`config.mk`:
```
export PLATFORM = sky130hd
export DESIGN_NAME = core_top
export DESIGN_NICKNAME = d
export VERILOG_FILES = /design/src/hdl/core_csr_pkg.sv /design/src/hdl/core_isa_pkg.sv /design/src/hdl/core_csr.sv /design/src/hdl/core_decode.sv /design/src/hdl/core_execute.sv /design/src/hdl/core_hpm_counters.sv /design/src/hdl/core_result.sv /design/src/hdl/core_top.sv
export VERILOG_INCLUDE_DIRS = /design/src /design/src/hdl
export SDC_FILE = /design/constraint.sdc
export NUM_CORES = 2
export LEC_CHECK = 0
export BUFFER_PORTS_ARGS = -buffer_cell sky130_fd_sc_hd__buf_2
export CAP_MARGIN = 15
export CELL_PAD_IN_SITES_DETAIL_PLACEMENT = 0
export CELL_PAD_IN_SITES_GLOBAL_PLACEMENT = 2
export CORE_UTILIZATION = 35
export CTS_BUF_LIST = sky130_fd_sc_hd__clkbuf_16
export DETAILED_ROUTE_END_ITERATION = 8
export PLACE_DENSITY_LB_ADDON = 0.1
export SLEW_MARGIN = 20
export SYNTH_ARGS = -nofsm -noshare
export SYNTH_HDL_FRONTEND = slang
export SYNTH_HIERARCHICAL = 1
export SYNTH_SLANG_ARGS = --single-unit
```
`constraint.sdc`:
```
create_clock -name clk_i -period 5.4 [get_ports clk_i]
set_input_delay 1.35 -clock clk_i [delete_from_list [all_inputs] [get_ports clk_i]]
set_output_delay 1.35 -clock clk_i [all_outputs]
set_load 0.005 [all_outputs]
```
`src/hdl/core_macros.svh`:
```
// core sizing macros

`ifndef CORE_MACROS_SVH
`define CORE_MACROS_SVH

// ---------------------------------------------------------------------
// datapath
// ---------------------------------------------------------------------

// integer register and ALU width
`define CORE_XLEN 32

// architectural registers, x0 hardwired to zero
`define CORE_NREGS 32

// ---------------------------------------------------------------------
// performance counters
// ---------------------------------------------------------------------

// counters are XLEN wide so a CSR read returns them whole
`define CORE_CNT_W `CORE_XLEN

`endif

```
`src/hdl/core_csr_pkg.sv`:
```
// CSR unit types

`default_nettype none

`include "core_macros.svh"

package core_csr_pkg;

    // machine CSR addresses that are mapped
    localparam logic [11:0] CSR_MSCRATCH     = 12'h340;
    localparam logic [11:0] CSR_MCYCLE       = 12'hB00;
    localparam logic [11:0] CSR_MINSTRET     = 12'hB02;
    localparam logic [11:0] CSR_MHPMCOUNTER3 = 12'hB03;

    // counter select on the CSR -> counter write path
    localparam logic [1:0] CNT_SEL_CYCLE   = 2'd0;
    localparam logic [1:0] CNT_SEL_INSTRET = 2'd1;
    localparam logic [1:0] CNT_SEL_CSRRET  = 2'd2;

    typedef enum logic [1:0] {
        CSR_NONE  = 2'd0,   // read only
        CSR_WRITE = 2'd1,   // csrrw
        CSR_SET   = 2'd2    // csrrs
    } csr_cmd_e;

    typedef struct packed {
        logic                  valid;
        csr_cmd_e              cmd;
        logic [11:0]           addr;
        logic [`CORE_XLEN-1:0] wdata;    // rs1 value
    } csr_req_t;

    typedef struct packed {
        logic [`CORE_XLEN-1:0] rdata;    // value before the update
        logic                  hit;      // low for an unmapped address
    } csr_rsp_t;

    typedef struct packed {
        logic retire;       // any instruction retired
        logic csr_retire;   // a legal CSR instruction retired
    } hpm_event_t;

endpackage

`default_nettype wire

```
`src/hdl/core_isa_pkg.sv`:
```
// instruction set subset and pipeline types

`default_nettype none

`include "core_macros.svh"

package core_isa_pkg;

    // major opcodes
    localparam logic [6:0] OPC_OP_IMM = 7'b0010011;
    localparam logic [6:0] OPC_OP     = 7'b0110011;
    localparam logic [6:0] OPC_SYSTEM = 7'b1110011;

    // funct3 for the integer ops and the two CSR ops
    localparam logic [2:0] F3_ADD   = 3'b000;   // also sub
    localparam logic [2:0] F3_XOR   = 3'b100;
    localparam logic [2:0] F3_OR    = 3'b110;
    localparam logic [2:0] F3_AND   = 3'b111;
    localparam logic [2:0] F3_CSRRW = 3'b001;
    localparam logic [2:0] F3_CSRRS = 3'b010;

    localparam logic [6:0] F7_BASE = 7'b0000000;
    localparam logic [6:0] F7_SUB  = 7'b0100000;

    typedef enum logic [2:0] {
        ALU_ADD,
        ALU_SUB,
        ALU_XOR,
        ALU_OR,
        ALU_AND,
        ALU_PASS_B      // CSR read value goes through here
    } alu_op_e;

    // decode -> execute
    typedef struct packed {
        logic                   valid;
        logic                   illegal;
        logic                   is_csr;
        alu_op_e                alu_op;
        core_csr_pkg::csr_cmd_e csr_cmd;
        logic [11:0]            csr_addr;
        logic [4:0]             rd;
        logic                   we;
        logic [`CORE_XLEN-1:0]  operand_a;
        logic [`CORE_XLEN-1:0]  operand_b;   // immediate or rs2
    } decoded_t;

    // execute -> result, result -> decode, execute forward
    typedef struct packed {
        logic                  valid;
        logic                  we;
        logic [4:0]            rd;
        logic [`CORE_XLEN-1:0] data;
        logic                  illegal;
        logic                  is_csr;
    } wb_t;

endpackage

`default_nettype wire

```
`src/hdl/core_csr.sv`:
```
// CSR file

`timescale 1ns/1ps
`default_nettype none

`include "core_macros.svh"

module core_csr (
    input  logic                   clk_i,
    input  logic                   rstn_i,
    input  core_csr_pkg::csr_req_t req_i,
    output core_csr_pkg::csr_rsp_t rsp_o,
    output logic                   cnt_we_o,
    output logic [1:0]             cnt_sel_o,
    output logic [`CORE_CNT_W-1:0] cnt_wdata_o,
    input  logic [`CORE_CNT_W-1:0] cycle_i,
    input  logic [`CORE_CNT_W-1:0] instret_i,
    input  logic [`CORE_CNT_W-1:0] csrret_i
);
    import core_csr_pkg::*;

    logic [`CORE_XLEN-1:0] mscratch_q;
    logic [`CORE_XLEN-1:0] old_val;
    logic [`CORE_XLEN-1:0] new_val;
    logic                  hit;
    logic                  is_cnt;
    logic                  do_write;

    // ---------------------------------------------------------------------
    // address decode, read mux
    // ---------------------------------------------------------------------
    always_comb begin
        hit       = 1'b1;
        is_cnt    = 1'b1;
        cnt_sel_o = CNT_SEL_CYCLE;
        old_val   = '0;
        unique case (req_i.addr)
            CSR_MSCRATCH: begin
                old_val = mscratch_q;
                is_cnt  = 1'b0;
            end
            CSR_MCYCLE: begin
                old_val   = cycle_i;
                cnt_sel_o = CNT_SEL_CYCLE;
            end
            CSR_MINSTRET: begin
                old_val   = instret_i;
                cnt_sel_o = CNT_SEL_INSTRET;
            end
            CSR_MHPMCOUNTER3: begin
                old_val   = csrret_i;
                cnt_sel_o = CNT_SEL_CSRRET;
            end
            default: begin
                hit    = 1'b0;
                is_cnt = 1'b0;
            end
        endcase
    end

    assign new_val  = (req_i.cmd == CSR_SET) ? (old_val | req_i.wdata) : req_i.wdata;
    assign do_write = req_i.valid & hit & (req_i.cmd != CSR_NONE);

    // counters live in their own block, only the strobe goes out
    assign cnt_we_o    = do_write & is_cnt;
    assign cnt_wdata_o = new_val;

    always_comb begin
        rsp_o       = '0;
        rsp_o.rdata = old_val;   // csr instructions return the old value
        rsp_o.hit   = hit;
    end

    always_ff @(posedge clk_i or negedge rstn_i) begin
        if (!rstn_i)
            mscratch_q <= '0;
        else if (do_write && !is_cnt)
            mscratch_q <= new_val;
    end

endmodule

`default_nettype wire

```
`src/hdl/core_decode.sv`:
```
// decode stage and register file

`timescale 1ns/1ps
`default_nettype none

`include "core_macros.svh"

module core_decode (
    input  logic                     clk_i,
    input  logic                     rstn_i,
    input  logic                     instr_valid_i,
    input  logic [31:0]              instr_i,
    input  core_isa_pkg::wb_t        fwd_i,          // execute result, this cycle
    input  core_isa_pkg::wb_t        wb_i,           // retiring result, write port
    input  logic [4:0]               dbg_reg_addr_i,
    output core_isa_pkg::decoded_t   dec_o,
    output logic [`CORE_XLEN-1:0]    dbg_reg_data_o
);
    import core_isa_pkg::*;
    import core_csr_pkg::*;

    logic [`CORE_XLEN-1:0] rf_q [`CORE_NREGS];
    logic [6:0]            opcode;
    logic [2:0]            funct3;
    logic [6:0]            funct7;
    logic [4:0]            rs1;
    logic [4:0]            rs2;
    logic [`CORE_XLEN-1:0] imm_i;
    logic [`CORE_XLEN-1:0] rs1_val;
    logic [`CORE_XLEN-1:0] rs2_val;
    decoded_t              dec_d;

    // operand read: execute forward beats the write port beats the array
    function automatic logic [`CORE_XLEN-1:0] read_operand(input logic [4:0] addr);
        logic [`CORE_XLEN-1:0] val;
        if (addr == 5'd0)
            val = '0;
        else if (fwd_i.valid && fwd_i.we && fwd_i.rd == addr)
            val = fwd_i.data;   // instruction from T-1
        else if (wb_i.valid && wb_i.we && wb_i.rd == addr)
            val = wb_i.data;    // instruction from T-2
        else
            val = rf_q[addr];
        return val;
    endfunction

    assign opcode  = instr_i[6:0];
    assign funct3  = instr_i[14:12];
    assign funct7  = instr_i[31:25];
    assign rs1     = instr_i[19:15];
    assign rs2     = instr_i[24:20];
    assign imm_i   = {{(`CORE_XLEN-12){instr_i[31]}}, instr_i[31:20]};

    always_comb begin
        rs1_val = read_operand(rs1);
        rs2_val = read_operand(rs2);
    end

    // ---------------------------------------------------------------------
    // instruction decode
    // ---------------------------------------------------------------------
    always_comb begin
        dec_d           = '0;
        dec_d.valid     = instr_valid_i;
        dec_d.rd        = instr_i[11:7];
        dec_d.alu_op    = ALU_ADD;
        dec_d.csr_cmd   = CSR_NONE;
        dec_d.csr_addr  = instr_i[31:20];
        dec_d.operand_a = rs1_val;
        dec_d.we        = 1'b1;
        unique case (opcode)
            OPC_OP_IMM: begin
                dec_d.operand_b = imm_i;
                unique case (funct3)
                    F3_ADD:  dec_d.alu_op = ALU_ADD;
                    F3_XOR:  dec_d.alu_op = ALU_XOR;
                    F3_OR:   dec_d.alu_op = ALU_OR;
                    F3_AND:  dec_d.alu_op = ALU_AND;
                    default: dec_d.illegal = 1'b1;   // shifts, slti not supported
                endcase
            end
            OPC_OP: begin
                dec_d.operand_b = rs2_val;
                if (funct7 == F7_SUB && funct3 == F3_ADD)
                    dec_d.alu_op = ALU_SUB;
                else if (funct7 != F7_BASE)
                    dec_d.illegal = 1'b1;
                else begin
                    unique case (funct3)
                        F3_ADD:  dec_d.alu_op = ALU_ADD;
                        F3_XOR:  dec_d.alu_op = ALU_XOR;
                        F3_OR:   dec_d.alu_op = ALU_OR;
                        F3_AND:  dec_d.alu_op = ALU_AND;
                        default: dec_d.illegal = 1'b1;
                    endcase
                end
            end
            OPC_SYSTEM: begin
                dec_d.is_csr = 1'b1;
                dec_d.alu_op = ALU_PASS_B;   // old CSR value is the result
                unique case (funct3)
                    F3_CSRRW: dec_d.csr_cmd = CSR_WRITE;
                    // csrrs with rs1 = x0 is a pure read, counters keep counting
                    F3_CSRRS: dec_d.csr_cmd = (rs1 == 5'd0) ? CSR_NONE : CSR_SET;
                    default:  dec_d.illegal = 1'b1;
                endcase
            end
            default: dec_d.illegal = 1'b1;
        endcase
        if (dec_d.illegal) begin
            dec_d.we     = 1'b0;   // retires with no writeback
            dec_d.is_csr = 1'b0;
        end
    end

    // ---------------------------------------------------------------------
    // decode register, register file, debug read
    // ---------------------------------------------------------------------
    always_ff @(posedge clk_i or negedge rstn_i) begin
        if (!rstn_i) begin
            dec_o          <= '0;
            dbg_reg_data_o <= '0;
            for (int i = 0; i < `CORE_NREGS; i++)
                rf_q[i] <= '0;
        end else begin
            dec_o          <= dec_d;
            dbg_reg_data_o <= rf_q[dbg_reg_addr_i];   // raw array, one cycle late
            if (wb_i.valid && wb_i.we && wb_i.rd != 5'd0)
                rf_q[wb_i.rd] <= wb_i.data;
        end
    end

endmodule

`default_nettype wire

```
`src/hdl/core_execute.sv`:
```
// execute stage

`timescale 1ns/1ps
`default_nettype none

`include "core_macros.svh"

module core_execute (
    input  logic                   clk_i,
    input  logic                   rstn_i,
    input  core_isa_pkg::decoded_t dec_i,
    output core_csr_pkg::csr_req_t csr_req_o,
    input  core_csr_pkg::csr_rsp_t csr_rsp_i,
    output core_isa_pkg::wb_t      fwd_o,      // combinational, to decode
    output core_isa_pkg::wb_t      res_o       // registered, to result
);
    import core_isa_pkg::*;

    logic [`CORE_XLEN-1:0] alu_b;
    logic [`CORE_XLEN-1:0] alu_res;
    logic                  csr_miss;

    // CSR request goes out in the execute cycle, answer comes back same cycle
    always_comb begin
        csr_req_o       = '0;
        csr_req_o.valid = dec_i.valid & dec_i.is_csr & ~dec_i.illegal;
        csr_req_o.cmd   = dec_i.csr_cmd;
        csr_req_o.addr  = dec_i.csr_addr;
        csr_req_o.wdata = dec_i.operand_a;   // rs1
    end

    assign csr_miss = csr_req_o.valid & ~csr_rsp_i.hit;   // unmapped CSR
    assign alu_b    = dec_i.is_csr ? csr_rsp_i.rdata : dec_i.operand_b;

    // ---------------------------------------------------------------------
    // ALU
    // ---------------------------------------------------------------------
    always_comb begin
        unique case (dec_i.alu_op)
            ALU_ADD:    alu_res = dec_i.operand_a + alu_b;
            ALU_SUB:    alu_res = dec_i.operand_a - alu_b;
            ALU_XOR:    alu_res = dec_i.operand_a ^ alu_b;
            ALU_OR:     alu_res = dec_i.operand_a | alu_b;
            ALU_AND:    alu_res = dec_i.operand_a & alu_b;
            ALU_PASS_B: alu_res = alu_b;
            default:    alu_res = '0;
        endcase
    end

    always_comb begin
        fwd_o         = '0;
        fwd_o.valid   = dec_i.valid;
        fwd_o.we      = dec_i.we & ~csr_miss;
        fwd_o.rd      = dec_i.rd;
        fwd_o.data    = alu_res;
        fwd_o.illegal = dec_i.illegal | csr_miss;
        fwd_o.is_csr  = dec_i.is_csr;
    end

    // execute -> result register
    always_ff @(posedge clk_i or negedge rstn_i) begin
        if (!rstn_i)
            res_o <= '0;
        else
            res_o <= fwd_o;
    end

endmodule

`default_nettype wire

```
`src/hdl/core_hpm_counters.sv`:
```
// hardware performance counters

`timescale 1ns/1ps
`default_nettype none

`include "core_macros.svh"

module core_hpm_counters (
    input  logic                     clk_i,
    input  logic                     rstn_i,
    input  core_csr_pkg::hpm_event_t evt_i,
    input  logic                     we_i,
    input  logic [1:0]               sel_i,
    input  logic [`CORE_CNT_W-1:0]   wdata_i,
    output logic [`CORE_CNT_W-1:0]   cycle_o,
    output logic [`CORE_CNT_W-1:0]   instret_o,
    output logic [`CORE_CNT_W-1:0]   csrret_o
);
    import core_csr_pkg::*;

    logic wr_cycle;
    logic wr_instret;
    logic wr_csrret;

    assign wr_cycle   = we_i & (sel_i == CNT_SEL_CYCLE);
    assign wr_instret = we_i & (sel_i == CNT_SEL_INSTRET);
    assign wr_csrret  = we_i & (sel_i == CNT_SEL_CSRRET);

    // a CSR write wins over the increment of that cycle
    always_ff @(posedge clk_i or negedge rstn_i) begin
        if (!rstn_i) begin
            cycle_o   <= '0;
            instret_o <= '0;
            csrret_o  <= '0;
        end else begin
            cycle_o   <= wr_cycle ? wdata_i : cycle_o + 1'b1;
            instret_o <= wr_instret ? wdata_i
                       : instret_o + {{(`CORE_CNT_W-1){1'b0}}, evt_i.retire};
            csrret_o  <= wr_csrret ? wdata_i
                       : csrret_o + {{(`CORE_CNT_W-1){1'b0}}, evt_i.csr_retire};
        end
    end

endmodule

`default_nettype wire

```
`src/hdl/core_result.sv`:
```
// result stage, retire and writeback

`timescale 1ns/1ps
`default_nettype none

`include "core_macros.svh"

module core_result (
    input  logic                     clk_i,
    input  logic                     rstn_i,
    input  core_isa_pkg::wb_t        res_i,
    output core_isa_pkg::wb_t        wb_o,         // register file write port
    output core_csr_pkg::hpm_event_t evt_o,
    output logic                     wb_valid_o,
    output logic [4:0]               wb_rd_o,
    output logic [`CORE_XLEN-1:0]    wb_data_o,
    output logic                     illegal_o
);

    logic                  wr_en;
    logic [4:0]            last_rd_q;      // observed port holds between writes
    logic [`CORE_XLEN-1:0] last_data_q;

    // x0 writes are dropped here, illegal never writes
    assign wr_en = res_i.valid & res_i.we & ~res_i.illegal & (res_i.rd != 5'd0);

    always_comb begin
        wb_o    = res_i;
        wb_o.we = wr_en;
    end

    assign wb_valid_o = wr_en;
    assign wb_rd_o    = wr_en ? res_i.rd : last_rd_q;
    assign wb_data_o  = wr_en ? res_i.data : last_data_q;
    assign illegal_o  = res_i.valid & res_i.illegal;

    always_comb begin
        evt_o            = '0;
        evt_o.retire     = res_i.valid;
        evt_o.csr_retire = res_i.valid & res_i.is_csr & ~res_i.illegal;
    end

    always_ff @(posedge clk_i or negedge rstn_i) begin
        if (!rstn_i) begin
            last_rd_q   <= '0;
            last_data_q <= '0;
        end else if (wr_en) begin
            last_rd_q   <= res_i.rd;
            last_data_q <= res_i.data;
        end
    end

endmodule

`default_nettype wire

```
`src/hdl/core_top.sv`:
```
// integer core top level

`timescale 1ns/1ps
`default_nettype none

`include "core_macros.svh"

module core_top (
    input  logic                  clk_i,
    input  logic                  rstn_i,
    input  logic                  instr_valid_i,
    input  logic [31:0]           instr_i,
    input  logic [4:0]            dbg_reg_addr_i,
    output logic                  wb_valid_o,
    output logic [4:0]            wb_rd_o,
    output logic [`CORE_XLEN-1:0] wb_data_o,
    output logic                  illegal_o,
    output logic [`CORE_XLEN-1:0] dbg_reg_data_o
);
    import core_isa_pkg::*;
    import core_csr_pkg::*;

    decoded_t               dec;        // decode -> execute
    wb_t                    fwd;        // execute forward
    wb_t                    res;        // execute -> result
    wb_t                    wb;         // register file write port
    csr_req_t               csr_req;
    csr_rsp_t               csr_rsp;
    hpm_event_t             evt;
    logic                   cnt_we;
    logic [1:0]             cnt_sel;
    logic [`CORE_CNT_W-1:0] cnt_wdata;
    logic [`CORE_CNT_W-1:0] cycle;
    logic [`CORE_CNT_W-1:0] instret;
    logic [`CORE_CNT_W-1:0] csrret;

    // ---------------------------------------------------------------------
    // pipeline
    // ---------------------------------------------------------------------
    core_decode u_decode (
        .clk_i          (clk_i),
        .rstn_i         (rstn_i),
        .instr_valid_i  (instr_valid_i),
        .instr_i        (instr_i),
        .fwd_i          (fwd),
        .wb_i           (wb),
        .dbg_reg_addr_i (dbg_reg_addr_i),
        .dec_o          (dec),
        .dbg_reg_data_o (dbg_reg_data_o)
    );

    core_execute u_execute (
        .clk_i     (clk_i),
        .rstn_i    (rstn_i),
        .dec_i     (dec),
        .csr_req_o (csr_req),
        .csr_rsp_i (csr_rsp),
        .fwd_o     (fwd),
        .res_o     (res)
    );

    core_result u_result (
        .clk_i      (clk_i),
        .rstn_i     (rstn_i),
        .res_i      (res),
        .wb_o       (wb),
        .evt_o      (evt),
        .wb_valid_o (wb_valid_o),
        .wb_rd_o    (wb_rd_o),
        .wb_data_o  (wb_data_o),
        .illegal_o  (illegal_o)
    );

    // ---------------------------------------------------------------------
    // CSRs and counters
    // ---------------------------------------------------------------------
    core_csr u_csr (
        .clk_i       (clk_i),
        .rstn_i      (rstn_i),
        .req_i       (csr_req),
        .rsp_o       (csr_rsp),
        .cnt_we_o    (cnt_we),
        .cnt_sel_o   (cnt_sel),
        .cnt_wdata_o (cnt_wdata),
        .cycle_i     (cycle),
        .instret_i   (instret),
        .csrret_i    (csrret)
    );

    core_hpm_counters u_hpm (
        .clk_i     (clk_i),
        .rstn_i    (rstn_i),
        .evt_i     (evt),
        .we_i      (cnt_we),
        .sel_i     (cnt_sel),
        .wdata_i   (cnt_wdata),
        .cycle_o   (cycle),
        .instret_o (instret),
        .csrret_o  (csrret)
    );

endmodule

`default_nettype wire
```
== After elaboration in Yosys (flattened, before gate mapping) ==
Index checks and enable logic that the tools add are counted.
Word-level totals
  flip-flop bits (word level): 1352
  input port bits: 40
  output and inout port bits: 71
  word-level logic and storage cells: 188
Operators by class
  $add $sub $neg: 5
  order comparisons: 5
  eq/ne operators: 25
  mux-type cells: 46
  bitwise logic cells: 29
  reductions and logical operators: 23
Operator list (count)
  1024-bit bitwise mux: 1
  32-bit 2-to-1 mux: 19
  32-bit binary-select mux with 5-bit select: 3
  32-bit case mux with 6 select lines: 1
  32-bit demux with 5-bit select: 1
  32-bit case mux with 4 select lines: 1
  32-bit by 1-bit adder with 32-bit output: 2
  32-bit bitwise OR: 2
  32-bit case mux with 2 select lines: 1
  12-bit == test, second input constant: 3
  32-bit by 1-bit adder with 32-bit output, second input constant: 1
  32-bit adder: 1
  32-bit AND: 1
  32-bit subtractor: 1
  32-bit XOR: 1
  6-bit greater-or-equal comparator, second input constant: 4
  5-bit inverter with 6-bit output: 4
  5-bit == test: 4
  3-bit case mux with 3 select lines: 2
  1-bit AND: 16
  3-bit == test, second input constant: 5
  7-bit by 6-bit == test with 1-bit output, second input constant: 2
  12-bit by 10-bit == test with 1-bit output, second input constant: 1
  1-bit logical AND: 10
  other kinds (25): 46

== Logic depth before layout (Yosys ltp) ==
  word-level depth: 12
  mapped depth: 30
  gate-level depth less buffers: 25

== Cells and area by module ==
The synthesis kept the hierarchy.
Modules (own cells, without submodules)
  core_decode: times used 1, cells each 4811, area an instance 67443.4 um^2, sequential area each 28677.5 um^2
  core_execute: times used 1, cells each 779, area an instance 6180.9 um^2, sequential area each 1026.0 um^2
  core_hpm_counters: times used 1, cells each 583, area an instance 5345.1 um^2, sequential area each 2402.3 um^2
  core_csr: times used 1, cells each 347, area an instance 3056.7 um^2, sequential area each 800.8 um^2
  core_result: times used 1, cells each 128, area an instance 1740.4 um^2, sequential area each 925.9 um^2

== Least setup slack after synthesis ==
No wires, ideal clock.
  kind: register -> register
  start point: register u_decode/dec_o[75] (netlist bit)
  end point: register u_decode/dec_o[30] (netlist bit)
  setup time: 135 ps
  arrival time: 5373 ps
  required time: 5265 ps
  setup slack: -108 ps
  cell stages (with the launch flop): 28
  path buffers: 5
  period minus slack after synthesis: 5508 ps
  cells stage by stage: dfrtp_1 > buf_4 > or4b_1 > or3b_1 > clkbuf_1 > clkbuf_1 > clkbuf_1 > nor2_1 > mux2i_1 > and3_1 > and2_1 > and4_1 > and3_1 > buf_4 > a31oi_1 > xnor2_1 > ha_1 > a21o_1 > a21o_1 > a21oi_1 > o21ai_0 > a21o_1 > a31oi_1 > mux2i_1 > nand2_1 > o2bb2ai_1 > nor4_1 > a21oi_1
RTL lines
  from (decl): RTL line core_decode.sv:16  | output core_isa_pkg::decoded_t dec_o,
  from (signal assigned): RTL line core_decode.sv:121  | dec_o <= '0;
  from (signal assigned): RTL line core_decode.sv:126  | dec_o <= dec_d;

==> results_dict.tcl <==
set metrics [dict create \
    wl_per_cell_microns 35.7 \
    ys.warnings.count 6 \
    syn2layout_area_growth_pct 13.7 \
    transition_time_at_the_pin_with_the_least_slew_margin_ns 1.13 \
    number_of_max_cap_violations 0 \
    setup.worst_path.start_class "flip-flop" \
    groute.usage.overall_pct 29.1 \
    clock-skew-final_ns 0.0334 \
    worst_slew_margin_rel_pct 24.7 \
    failed_checks "DRC" \
    tritoncts "built" \
    final_nets 6788 \
    timing.setup.tns_ns 0 \
    clk-insertion-delay-late_ns 0.83 \
    worst_hold_path_class "reg2reg" \
    syn-mean-instance-area_sq_um 12.6 \
    layout_cell_area_excl_fill_sq_um 95200 \
    numPortBuffers 110 \
    wire_length_of_the_first_global_routing_pass_microns 499000 \
    gp_congestion 0.883 \
    post-route-min-period_ns 5.13 \
    run_status "complete, but fails checks" \
    die_area_sq_um 241000 \
    drtIter0Drc 6028 \
    vias 61100 \
    post_dp_area_sq_um 89400 \
    drt.antenna.violating_nets 0 \
    drc 68 \
    via_count_of_the_first_global_routing_pass 61800 \
    post_cts_hold_buffer_count 0 \
    setup.worst_path.end_class "flip-flop" \
    floorplan.rows 179 \
    routed_wirelength_microns 355000 \
    finish.utilization_pct 40.0 \
    cp_data_arrival_time_ns 5.86 \
    htree_num_levels 4 \
    antenna_found_initial 43 \
    syn-num-nets 6788 \
    die_x_microns 491 \
    layout-drive-gt1-share_pct 39.7 \
    power.static_leakage_nw 42.7 \
    minimum_setup_slack_among_reg_to_reg_paths_ns 0.27 \
    clock_sink_count 1352 \
    root_buffer "clkbuf_16" \
    core-area_sq_um 238000 \
    netlist_instances 6645 \
    reg2regPathDepth 23 \
    data_required_time_of_the_critical_path_ns 6.13 \
    timing.fmax_mhz 195 \
    r2r_end "u_decode/dec_o[25]" \
    grt-ovfl-total 0 \
    path_max_fanout 8 \
    critical_path_class "reg2reg" \
    clkSlewWorstSetupHoldPaths_ns 0.06 \
    holdPathStages 0 \
    holdCritStartpoint "u_decode/rf_q[999]" \
    report.final.setup_viol 0 \
    first_pass_drt_iterations 9 \
    numCtsBuffers 169 \
    cts-root-to-sink-buffers 3 \
    grt_setup_unrepaired "yes" \
    irDropWorstVdd_uv 241 \
    num_ports 111 \
    largest_net_degree_at_the_start_of_global_routing 126 \
    power_per_cell_area_nw_per_um2 272 \
    hpwlAfterDp_microns 236000 \
    initial_utilization_pct 35.2 \
    post_drt_via_cell_ratio 6.14 \
    pre_cts_slack_ns -0.115 \
    mappedNetlistArea_sq_um 83700 \
    worst_reg2reg_path_startpoint "u_decode/dec_o[75]" \
    hold_end "u_decode/rf_q[999]" \
    floorplan.die.height_microns 491 \
    timing.final.crit_share_pct 94.9 \
    final-max-slew-violation-count 0 \
    hold_viol_final 0 \
    postLayoutSetupSlackWorst_ns 0.273 \
]
==> registers in the layout, indices dropped and copies added (netlist names) <==
signal / count
u_decode/rf_q: 1024
u_decode/dec_o: 90
u_execute/res_o: 41
u_csr/mscratch_q: 32
u_decode/dbg_reg_data_o: 32
u_hpm/csrret_o: 32
u_hpm/cycle_o: 32
u_hpm/instret_o: 32
u_result/last_data_q: 32
u_result/last_rd_q: 5
==> final cells by class <==
class	count	area, sq um
Antenna cell	6	15.0
Clock buffer	176	4400
Clock inverter	129	930
Fill cell	22600	143000
Inverter	130	490
Multi-Input combinational cell	4421	46400
Sequential cell	1352	33800
Tap cell	3167	3960
Timing Repair Buffer	571	5140
==> worst max path at each step <==
stage / depth (start not counted) / startpoint / to / slack [ns]
detailed placement: 26 / u_decode/dec_o[75] / u_decode/dec_o[28] / -0.11
global placement: 26 / u_decode/dec_o[75] / u_decode/dec_o[28] / -0.11
global route: 25 / u_decode/dec_o[81] / u_decode/dec_o[25] / -0.03
CTS: 27 / u_decode/dec_o[81] / u_decode/dec_o[30] / 0.05
floorplan: 27 / u_decode/dec_o[75] / u_decode/dec_o[30] / 0.02
finish: 23 / u_decode/dec_o[75] / u_decode/dec_o[25] / 0.27
==> worst max-delay path: stages, from the launching register on <==
cell and delay, ns:
dfrtp_1 0.36, or4b_4 0.53, or3b_4 0.43, buf_4 0.19
nor2_2 0.15, nor3_1 0.09, a22oi_2 0.26, nor4_4 0.07
and4_2 0.28, and3_1 0.23, buf_4 0.18, nor2_1 0.12
xnor2_1 0.09, ha_1 0.30, buf_4 0.14, inv_1 0.07
a21oi_1 0.15, nand3_1 0.12, o22ai_2 0.23, a41oi_1 0.16
xor2_1 0.20, o21ai_2 0.28, o2111ai_2 0.18, o221ai_2 0.23
==> metal layers <==
metal	part of all wire, %	global-route usage, %	up-vias
met2	47	46.4	2332
met3	6.5	5.45	550
met5	0.023	0	-
met4	3.7	10.1	12
met1	43	39.6	33000
li1	-	-	25200
==> layout by cell type, fill, tap and decap left out, types with 166 or more instances in the layout <==
cell,n
mux2i_1,559
clkbuf_16,176
buf_4,376
mux2_2,1053
a22oi_1,207
nand3_1,171
dfrtp_1,1341
nand2_1,288
a21oi_1,166
nor2_1,220
mux4_2,636
==> where the power goes <==
group | total (mW) | internal (mW) | switching, mW
clock network | 11.2 | 6.43 | 4.81
logic | 3.78 | 1.11 | 2.67
registers | 10.8 | 10.3 | 0.556
==> metrics by stage <==
| stage | std cells | power, mW | hold WS [ns] |
|---|---|---|---|
| after floorplan | 6645 | 12.8 | 0.355 |
| after global placement | 9626 | 14.7 | 0.398 |
| after detailed placement | 9626 | 14.7 | 0.405 |
| after CTS | 9931 | 26.0 | 0.419 |
| after global routing | 9947 | 26.7 | 0.437 |
| final | 9952 | 25.9 | 0.416 |
==> timing repair <==
item | in CTS | in global routing
setup buffers | 0 | 13
gates resized for setup | 9 | 58
pin swaps | 0 | 21
hold endpoints to repair | 0 | 0
setup endpoints to repair | 10 | 33
Note: power is estimated with default switching activity, not from simulation.
